<file path="src/demosaicPkg.sv">
package demosaicPkg;

	// Frame geometry, kept small for simulation
	localparam int frameWidth = 8;
	localparam int frameHeight = 6;
	localparam int framePixels = frameWidth * frameHeight;

	// Beats after the last pixel until the window is centred on it
	localparam int flushBeats = frameWidth + 1;

	typedef logic [7:0] pixelT;
	typedef logic [3:0] coordT;
	typedef logic [8:0] gradSumT;
	typedef logic [23:0] activityT;
	typedef logic [7:0] thresholdT;
	typedef logic [2:0] wbAddrT;
	typedef logic [31:0] wbDataT;
	typedef logic [$clog2(framePixels)-1:0] beatCntT;

	typedef enum logic [1:0] {
		seqFill,
		seqRun,
		seqFlush
	} seqStateT;

	// Register map
	localparam wbAddrT addrBreak0 = 3'd0;
	localparam wbAddrT addrBreak1 = 3'd1;
	localparam wbAddrT addrBreak2 = 3'd2;
	localparam wbAddrT addrBreak3 = 3'd3;
	localparam wbAddrT addrThreshold = 3'd4;
	localparam wbAddrT addrActivity = 3'd5;

	localparam activityT defaultBreak0 = 24'd200;
	localparam activityT defaultBreak1 = 24'd300;
	localparam activityT defaultBreak2 = 24'd450;
	localparam activityT defaultBreak3 = 24'd900;

	// Threshold per activity class, last entry is also the reset value
	localparam thresholdT thresholdLevels [5] = '{8'd50, 8'd40, 8'd20, 8'd15, 8'd8};

endpackage

</file>
<file path="src/bayerWindow.sv">
`timescale 1ns/1ps

module bayerWindow (
	input logic clk,
	input logic reset,
	input demosaicPkg::pixelT inData,
	input logic inValid,
	output demosaicPkg::pixelT tap00,
	output demosaicPkg::pixelT tap01,
	output demosaicPkg::pixelT tap02,
	output demosaicPkg::pixelT tap10,
	output demosaicPkg::pixelT tap11,
	output demosaicPkg::pixelT tap12,
	output demosaicPkg::pixelT tap20,
	output demosaicPkg::pixelT tap21,
	output demosaicPkg::pixelT tap22,
	output demosaicPkg::coordT centreX,
	output demosaicPkg::coordT centreY,
	output logic centreValid,
	output logic centreLast
);
	import demosaicPkg::*;

	// Row 0 is the oldest line, column 0 the oldest sample
	pixelT lineA [frameWidth];
	pixelT lineB [frameWidth];

	seqStateT state;
	beatCntT beatCnt;
	coordT posX;
	coordT posY;

	// Two line delays and the 3x3 window, frozen while inValid is low
	always_ff @(posedge clk) begin
		if (inValid) begin
			lineA[0] <= inData;
			lineB[0] <= lineA[frameWidth-1];
			for (int i = 1; i < frameWidth; i++) begin
				lineA[i] <= lineA[i-1];
				lineB[i] <= lineB[i-1];
			end
			tap00 <= tap01;
			tap01 <= tap02;
			tap02 <= lineB[frameWidth-1];
			tap10 <= tap11;
			tap11 <= tap12;
			tap12 <= lineA[frameWidth-1];
			tap20 <= tap21;
			tap21 <= tap22;
			tap22 <= inData;
		end
	end

	// Frame sequencer, centre lags the input by flushBeats beats
	always_ff @(posedge clk) begin
		if (reset) begin
			state <= seqFill;
			beatCnt <= '0;
			posX <= '0;
			posY <= '0;
			centreX <= '0;
			centreY <= '0;
			centreValid <= 1'b0;
			centreLast <= 1'b0;
		end else if (inValid) begin
			centreValid <= (state != seqFill);
			centreLast <= (state == seqFlush) && (beatCnt == beatCntT'(flushBeats - 1));
			centreX <= posX;
			centreY <= posY;

			beatCnt <= beatCnt + 1'b1;
			case (state)
				seqFill: begin
					if (beatCnt == beatCntT'(flushBeats - 1)) begin
						state <= seqRun;
						beatCnt <= '0;
					end
				end
				seqRun: begin
					if (beatCnt == beatCntT'(framePixels - flushBeats - 1)) begin
						state <= seqFlush;
						beatCnt <= '0;
					end
				end
				default: begin
					if (beatCnt == beatCntT'(flushBeats - 1)) begin
						state <= seqFill;
						beatCnt <= '0;
					end
				end
			endcase

			// Position walks only while real pixels reach the centre
			if (state == seqFill) begin
				posX <= '0;
				posY <= '0;
			end else if (posX == coordT'(frameWidth - 1)) begin
				posX <= '0;
				posY <= posY + 1'b1;
			end else begin
				posX <= posX + 1'b1;
			end
		end
	end

endmodule

</file>
<file path="src/greenInterp.sv">
`timescale 1ns/1ps

module greenInterp (
	input logic clk,
	input logic reset,
	input logic inValid,
	input demosaicPkg::pixelT tap00,
	input demosaicPkg::pixelT tap01,
	input demosaicPkg::pixelT tap02,
	input demosaicPkg::pixelT tap10,
	input demosaicPkg::pixelT tap11,
	input demosaicPkg::pixelT tap12,
	input demosaicPkg::pixelT tap20,
	input demosaicPkg::pixelT tap21,
	input demosaicPkg::pixelT tap22,
	input demosaicPkg::coordT centreX,
	input demosaicPkg::coordT centreY,
	input logic centreValid,
	input logic centreLast,
	output demosaicPkg::pixelT red,
	output demosaicPkg::pixelT green,
	output demosaicPkg::pixelT blue,
	output logic pixelValid,
	output logic frameDone,
	output demosaicPkg::gradSumT activity
);
	import demosaicPkg::*;

	function automatic pixelT absDiff(input pixelT a, input pixelT b);
		return (a > b) ? a - b : b - a;
	endfunction

	function automatic pixelT floorMean(input pixelT a, input pixelT b);
		gradSumT sum;
		sum = gradSumT'(a) + gradSumT'(b);
		return pixelT'(sum >> 1);
	endfunction

	logic atLeft, atRight, atTop, atBottom;
	pixelT left, right, up, down;
	pixelT gH, gV;

	pixelT h1, v1, gH1, gV1, centre1, gSel2, centre2;
	gradSumT grad2;
	logic [1:0] site1, site2;
	logic valid1, valid2, valid3;
	logic last1, last2, last3;

	// Neighbours outside the frame read as zero
	always_comb begin
		atLeft = (centreX == '0);
		atRight = (centreX == coordT'(frameWidth - 1));
		atTop = (centreY == '0);
		atBottom = (centreY == coordT'(frameHeight - 1));
		left = atLeft ? '0 : tap10;
		right = atRight ? '0 : tap12;
		up = atTop ? '0 : tap01;
		down = atBottom ? '0 : tap21;
		// At a border only one neighbour exists
		gH = atLeft ? right : (atRight ? left : floorMean(left, right));
		gV = atTop ? down : (atBottom ? up : floorMean(up, down));
	end

	always_ff @(posedge clk) begin
		if (reset) begin
			{valid1, valid2, valid3} <= '0;
			{last1, last2, last3} <= '0;
		end else if (inValid) begin
			valid1 <= centreValid;
			valid2 <= valid1;
			valid3 <= valid2;
			last1 <= centreLast;
			last2 <= last1;
			last3 <= last2;
		end
	end

	always_ff @(posedge clk) begin
		if (inValid) begin
			// Gradients and directional averages
			h1 <= absDiff(left, right);
			v1 <= absDiff(up, down);
			gH1 <= gH;
			gV1 <= gV;
			centre1 <= tap11;
			site1 <= {centreY[0], centreX[0]};

			// Interpolate along the smoother direction
			if (h1 > v1) begin
				gSel2 <= gV1;
			end else if (h1 < v1) begin
				gSel2 <= gH1;
			end else begin
				gSel2 <= floorMean(gH1, gV1);
			end
			grad2 <= gradSumT'(h1) + gradSumT'(v1);
			centre2 <= centre1;
			site2 <= site1;

			case (site2)
				2'b01: begin
					// Blue site
					red <= '0;
					green <= gSel2;
					blue <= centre2;
					activity <= grad2;
				end
				2'b10: begin
					// Red site
					red <= centre2;
					green <= gSel2;
					blue <= '0;
					activity <= grad2;
				end
				default: begin
					red <= '0;
					green <= centre2;
					blue <= '0;
					activity <= '0;
				end
			endcase
		end
	end

	assign pixelValid = valid3 & inValid;
	assign frameDone = last3 & inValid;

endmodule

</file>
<file path="src/greyActivity.sv">
`timescale 1ns/1ps

module greyActivity (
	input logic clk,
	input logic reset,
	input demosaicPkg::gradSumT activity,
	input logic pixelValid,
	input logic frameDone,
	input demosaicPkg::activityT break0,
	input demosaicPkg::activityT break1,
	input demosaicPkg::activityT break2,
	input demosaicPkg::activityT break3,
	output demosaicPkg::thresholdT threshold,
	output demosaicPkg::activityT lastActivity
);
	import demosaicPkg::*;

	activityT accum;
	activityT frameSum;
	thresholdT level;

	// Sum including the pixel on this beat
	always_comb begin
		frameSum = accum + activityT'(activity);
		if (frameSum < break0) begin
			level = thresholdLevels[0];
		end else if (frameSum < break1) begin
			level = thresholdLevels[1];
		end else if (frameSum < break2) begin
			level = thresholdLevels[2];
		end else if (frameSum < break3) begin
			level = thresholdLevels[3];
		end else begin
			level = thresholdLevels[4];
		end
	end

	always_ff @(posedge clk) begin
		if (reset) begin
			accum <= '0;
			lastActivity <= '0;
			threshold <= thresholdLevels[4];
		end else if (pixelValid) begin
			if (frameDone) begin
				lastActivity <= frameSum;
				threshold <= level;
				accum <= '0;
			end else begin
				accum <= frameSum;
			end
		end
	end

endmodule

</file>
<file path="src/thresholdRegs.sv">
`timescale 1ns/1ps

module thresholdRegs (
	input logic clk,
	input logic reset,
	input logic wbCyc,
	input logic wbStb,
	input logic wbWe,
	input demosaicPkg::wbAddrT wbAddr,
	input demosaicPkg::wbDataT wbDataIn,
	output demosaicPkg::wbDataT wbDataOut,
	output logic wbAck,
	input demosaicPkg::thresholdT threshold,
	input demosaicPkg::activityT lastActivity,
	output demosaicPkg::activityT break0,
	output demosaicPkg::activityT break1,
	output demosaicPkg::activityT break2,
	output demosaicPkg::activityT break3
);
	import demosaicPkg::*;

	logic request;
	wbDataT readWord;

	// No new request in the cycle right after an ack
	assign request = wbCyc & wbStb & ~wbAck;

	always_ff @(posedge clk) begin
		if (reset) begin
			wbAck <= 1'b0;
			break0 <= defaultBreak0;
			break1 <= defaultBreak1;
			break2 <= defaultBreak2;
			break3 <= defaultBreak3;
		end else begin
			wbAck <= request;
			if (request && wbWe) begin
				case (wbAddr)
					addrBreak0: break0 <= activityT'(wbDataIn);
					addrBreak1: break1 <= activityT'(wbDataIn);
					addrBreak2: break2 <= activityT'(wbDataIn);
					addrBreak3: break3 <= activityT'(wbDataIn);
					default: begin
					end
				endcase
			end
		end
	end

	always_comb begin
		case (wbAddr)
			addrBreak0: readWord = wbDataT'(break0);
			addrBreak1: readWord = wbDataT'(break1);
			addrBreak2: readWord = wbDataT'(break2);
			addrBreak3: readWord = wbDataT'(break3);
			addrThreshold: readWord = wbDataT'(threshold);
			addrActivity: readWord = wbDataT'(lastActivity);
			default: readWord = '0;
		endcase
	end

	// Read data lands together with the ack
	always_ff @(posedge clk) begin
		if (request) begin
			wbDataOut <= readWord;
		end
	end

endmodule

</file>
<file path="src/acpiDemosaic.sv">
`timescale 1ns/1ps

module acpiDemosaic (
	input logic clk,
	input logic reset,
	input demosaicPkg::pixelT inData,
	input logic inValid,
	output demosaicPkg::pixelT red,
	output demosaicPkg::pixelT green,
	output demosaicPkg::pixelT blue,
	output logic pixelValid,
	output logic frameDone,
	output demosaicPkg::thresholdT threshold,
	input logic wbCyc,
	input logic wbStb,
	input logic wbWe,
	input demosaicPkg::wbAddrT wbAddr,
	input demosaicPkg::wbDataT wbDataIn,
	output demosaicPkg::wbDataT wbDataOut,
	output logic wbAck
);
	import demosaicPkg::*;

	pixelT tap00, tap01, tap02;
	pixelT tap10, tap11, tap12;
	pixelT tap20, tap21, tap22;
	coordT centreX, centreY;
	logic centreValid, centreLast;
	gradSumT activity;
	activityT lastActivity;
	activityT break0, break1, break2, break3;

	bayerWindow bayerWindow_inst (
		.clk(clk), .reset(reset), .inData(inData), .inValid(inValid),
		.tap00(tap00), .tap01(tap01), .tap02(tap02),
		.tap10(tap10), .tap11(tap11), .tap12(tap12),
		.tap20(tap20), .tap21(tap21), .tap22(tap22),
		.centreX(centreX), .centreY(centreY),
		.centreValid(centreValid), .centreLast(centreLast)
	);

	greenInterp greenInterp_inst (
		.clk(clk), .reset(reset), .inValid(inValid),
		.tap00(tap00), .tap01(tap01), .tap02(tap02),
		.tap10(tap10), .tap11(tap11), .tap12(tap12),
		.tap20(tap20), .tap21(tap21), .tap22(tap22),
		.centreX(centreX), .centreY(centreY),
		.centreValid(centreValid), .centreLast(centreLast),
		.red(red), .green(green), .blue(blue),
		.pixelValid(pixelValid), .frameDone(frameDone), .activity(activity)
	);

	greyActivity greyActivity_inst (
		.clk(clk), .reset(reset), .activity(activity),
		.pixelValid(pixelValid), .frameDone(frameDone),
		.break0(break0), .break1(break1), .break2(break2), .break3(break3),
		.threshold(threshold), .lastActivity(lastActivity)
	);

	thresholdRegs thresholdRegs_inst (
		.clk(clk), .reset(reset),
		.wbCyc(wbCyc), .wbStb(wbStb), .wbWe(wbWe), .wbAddr(wbAddr),
		.wbDataIn(wbDataIn), .wbDataOut(wbDataOut), .wbAck(wbAck),
		.threshold(threshold), .lastActivity(lastActivity),
		.break0(break0), .break1(break1), .break2(break2), .break3(break3)
	);

endmodule

</file>
<file path="config.mk">
export PLATFORM = sky130hd
export DESIGN_NAME = acpiDemosaic
export DESIGN_NICKNAME = d
export VERILOG_FILES = /design/src/demosaicPkg.sv /design/src/bayerWindow.sv /design/src/greenInterp.sv /design/src/greyActivity.sv /design/src/thresholdRegs.sv /design/src/acpiDemosaic.sv
export SDC_FILE = /design/constraint.sdc
export NUM_CORES = 1
export LEC_CHECK = 0
export BUFFER_PORTS_ARGS = -buffer_cell sky130_fd_sc_hd__clkbuf_2
export CAP_MARGIN = 40
export CORE_ASPECT_RATIO = 2
export CORE_MARGIN = 2
export CORE_UTILIZATION = 45
export CTS_BUF_LIST = sky130_fd_sc_hd__clkbuf_4 sky130_fd_sc_hd__clkbuf_8
export DETAILED_ROUTE_END_ITERATION = 8
export SKIP_CTS_REPAIR_TIMING = 1
export SKIP_LAST_GASP = 1
export SLEW_MARGIN = 10
export SYNTH_ARGS = -nofsm -noshare
export SYNTH_HDL_FRONTEND = slang
export SYNTH_SLANG_ARGS = --single-unit
</file>
<file path="constraint.sdc">
create_clock -name clk -period 7 [get_ports clk]
set_input_delay 2.1 -clock clk [delete_from_list [all_inputs] [get_ports clk]]
set_output_delay 2.1 -clock clk [all_outputs]
set_load 0.01 [all_outputs]
</file>
==> reports/metrics.yaml <==
status: "finished clean"
path_depth: 17
r2r_setup_slack_ps: 1990
drive_gt1_frac: 0.1300
htreeDepth: 3
cp_max_fo: 5
path_class: "reg -> reg"
ir_worst_vdd_v: 0.0001862
power.density_nw_per_um2: 230.1
hold_class: "reg -> reg"
finalSetupTns_ps: 0
startpoint_type: "register"
synth_top_area_share: 0.3449
setup_violations: 0
whs_path_depth: 0
cp.required_ps: 7520
grt_pass1_vias: 16690
nNetsFinal: 2506
drc: 0
r2r_end: "greyActivity_inst.threshold[3]"
reg2regPathDepth: 17
grt_max_degree: 173
ys_seq_area_frac: 0.5106
end_kind: "register"
syn_area_per_cell_sq_um: 10.21
cts_tree: "built"
dieArea_sq_um: 51040
fin_hold_ws_ps: 409.0
fillers: 4450
io_buffers: 97
area_delta_synth_final_pct: 11.70
crit_start: "greenInterp_inst.activity[0]"
grt_pass1_wl_microns: 89580
detail-route-antenna-nets: 0
ys.flop_type: "edfxtp_1"
cpLargestDelayFamily: "compound AO/OA/AOI/OAI gates"
clock_latency_ps: 640
grt_overflow: 0
worstHoldStart: "greenInterp_inst.site1[0]"
syn_area_sq_um: 22110
slowest_stage: "a221oi_1"
core_area_sq_um: 48500
cts-buffers-inserted: 66
ys_warn_count: 0
crit_path_max_incr_delay_ps: 920
slew_headroom: 0.3226
path_buf_inv: 1
rsz0062_at_grt: "false"
fin_crit_sh: 0.7160
path_clk_slew_ps: 70
place.gp.congestion: 0.8770
finalHoldViolCount: 0
worstPathArrival_ps: 5530
drt-initial-drc-count: 993
r2r_start: "greenInterp_inst.activity[0]"
track_usage: 0.2266
finalWorstSetupSlack_ps: 1988
fmax_ghz: 0.1995
die_w_microns: 160.8
dp_hpwl_microns: 41340
power_mw: 5.684
clockBufferDepth: 3
async_flop_share: 0
cp_cell_sequence: "ha_1 -> inv_1 -> fa_1 -> nor2b_1 -> o21ai_0 -> a21boi_2 -> o211ai_2 -> a21oi_1 -> xor2_1 -> ha_1 -> nand2_1 -> o21ai_0 -> a221oi_1 -> nand4_1 -> nand2_1 -> a21oi_1 -> a211o_1"
power.leakage_nw: 9.923
drt-wirelength-per-cell_microns: 19.54
crit_end: "greyActivity_inst.threshold[3]"
row_count: 114
tightest_slew_ps: 1016
cts.sinks: 437
synth_top_cell_by_area: "edfxtp_1"
synth_edf_count: 254
die_y_microns: 317.5
num_vias: 16230
initial_core_util: 0.4560
drv_cap: 0
ys_types: 80
clock-skew-final_ps: 41.40
post_drt_via_cell_ratio: 5.478
synth_most_common_cell: "nand2_1"
synth_area_leaders: "edfxtp_1, dfxtp_1, ha_1"
io_pins: 116
syn_inst: 2166
finalCriticalPeriod_ps: 5012
dr.pass1.iters: 6
routed_wl_microns: 57880
slew_violations: 0
synth_top_cells_by_count: "nand2_1, edfxtp_1, inv_1"
cts_root_buffer: "clkbuf_8"
pre_cts_slack_ps: 2106
antenna_found_initial: 1
ys_ff_latch: 437
## report_power, final
part | switching (mW) | internal, mW
Clock | 1.03 | 1.11
Combinational | 0.389 | 0.229
Sequential | 0.0644 | 2.86
## cells in the final DEF (no fill, tap or decap), drive strengths merged, types with 24 or more instances in the layout
| cell type | netlist | final |
|---|---|---|
| dfxtp | 183 | 183 |
| and2 | 24 | 24 |
| nor2 | 99 | 99 |
| o21ai | 92 | 92 |
| buf | 25 | 33 |
| edfxtp | 254 | 254 |
| inv | 198 | 203 |
| clkbuf | 75 | 188 |
| nand2 | 346 | 346 |
| ha | 177 | 177 |
| mux2i | 53 | 53 |
| nor2b | 25 | 25 |
| nor3 | 33 | 33 |
| xnor2 | 37 | 37 |
| nand4 | 25 | 25 |
| nand3 | 28 | 28 |
| a21oi | 191 | 191 |
## worst reg2reg max path: stages (launching register included)
cell and delay (ps):
edfxtp_1 330, ha_1 160, inv_1 50, fa_1 390, nor2b_1 130, o21ai_0 150
a21boi_2 320, o211ai_2 240, a21oi_1 320, xor2_1 540, ha_1 350, nand2_1 70
o21ai_0 160, a221oi_1 920, nand4_1 230, nand2_1 170, a21oi_1 80, a211o_1 290
## per-stage QoR
stage / instances / instance area [sq um] / util
2_1_floorplan: 2175 / 22150 / -
3_3_place_gp: 2835 / 23240 / 0.4793
3_5_place_dp: 2840 / 23340 / 0.4813
4_1_cts: 2960 / 24670 / 0.5087
5_1_grt: 2962 / 24700 / 0.5094
6_report: 2962 / 24700 / 0.5094
## layout make-up
cell class | count | area [sq um] | share of cell area
Timing Repair Buffer | 128 | 827.0 | 0.03348
Antenna cell | 1 | 2.502 | 0.0001013
Inverter | 199 | 747.0 | 0.03024
Clock inverter | 27 | 186.4 | 0.007547
Clock buffer | 93 | 1142 | 0.04624
Tap cell | 638 | 798.3 | 0.03232
Multi-Input combinational cell | 1439 | 9708 | 0.3930
Sequential cell | 437 | 11290 | 0.4571
## logic make-up after synthesis
| kind of cell | count (synthesis) | synth area share |
|---|---|---|
| AND/OR/NAND/NOR | 658 | 0.1367 |
| AO/OA/AOI/OAI | 449 | 0.1250 |
| flip-flops | 437 | 0.5106 |
| buffers and inverters | 299 | 0.05307 |
| adder cells (fa/ha/maj) | 186 | 0.1083 |
| multiplexers | 77 | 0.04283 |
| XOR/XNOR | 59 | 0.02337 |
| other | 1 | 0.0001696 |
## how the worst min path moves through the flow
stage	end
6_report	greenInterp_inst.site2[0]
5_1_grt	greenInterp_inst.site2[0]
4_1_cts	greenInterp_inst.site2[0]
3_5_place_dp	bayerWindow_inst.lineA[1][18]
3_3_place_gp	bayerWindow_inst.lineA[1][27]
2_1_floorplan	bayerWindow_inst.lineA[0][15]
## layer usage
metal	vias up	part of all wire	GRT usage
met5	-	0	0
met4	0	0.068	0.1492
met3	174	0.037	0.02881
met2	436	0.55	0.4369
met1	7828	0.35	0.2221
li1	7787	-	-
## registers in the layout, indices dropped and copies added (netlist names), 9 cells and up
name and count:
bayerWindow_inst.lineA 50, bayerWindow_inst.lineB 40, greenInterp_inst.activity 9, greenInterp_inst.grad2 9, greyActivity_inst.accum 24, greyActivity_inst.lastActivity 24, thresholdRegs_inst.break0 24, thresholdRegs_inst.break1 24
thresholdRegs_inst.break2 24, thresholdRegs_inst.break3 24, thresholdRegs_inst.wbDataOut 24
(Power assumes the default switching activity.)
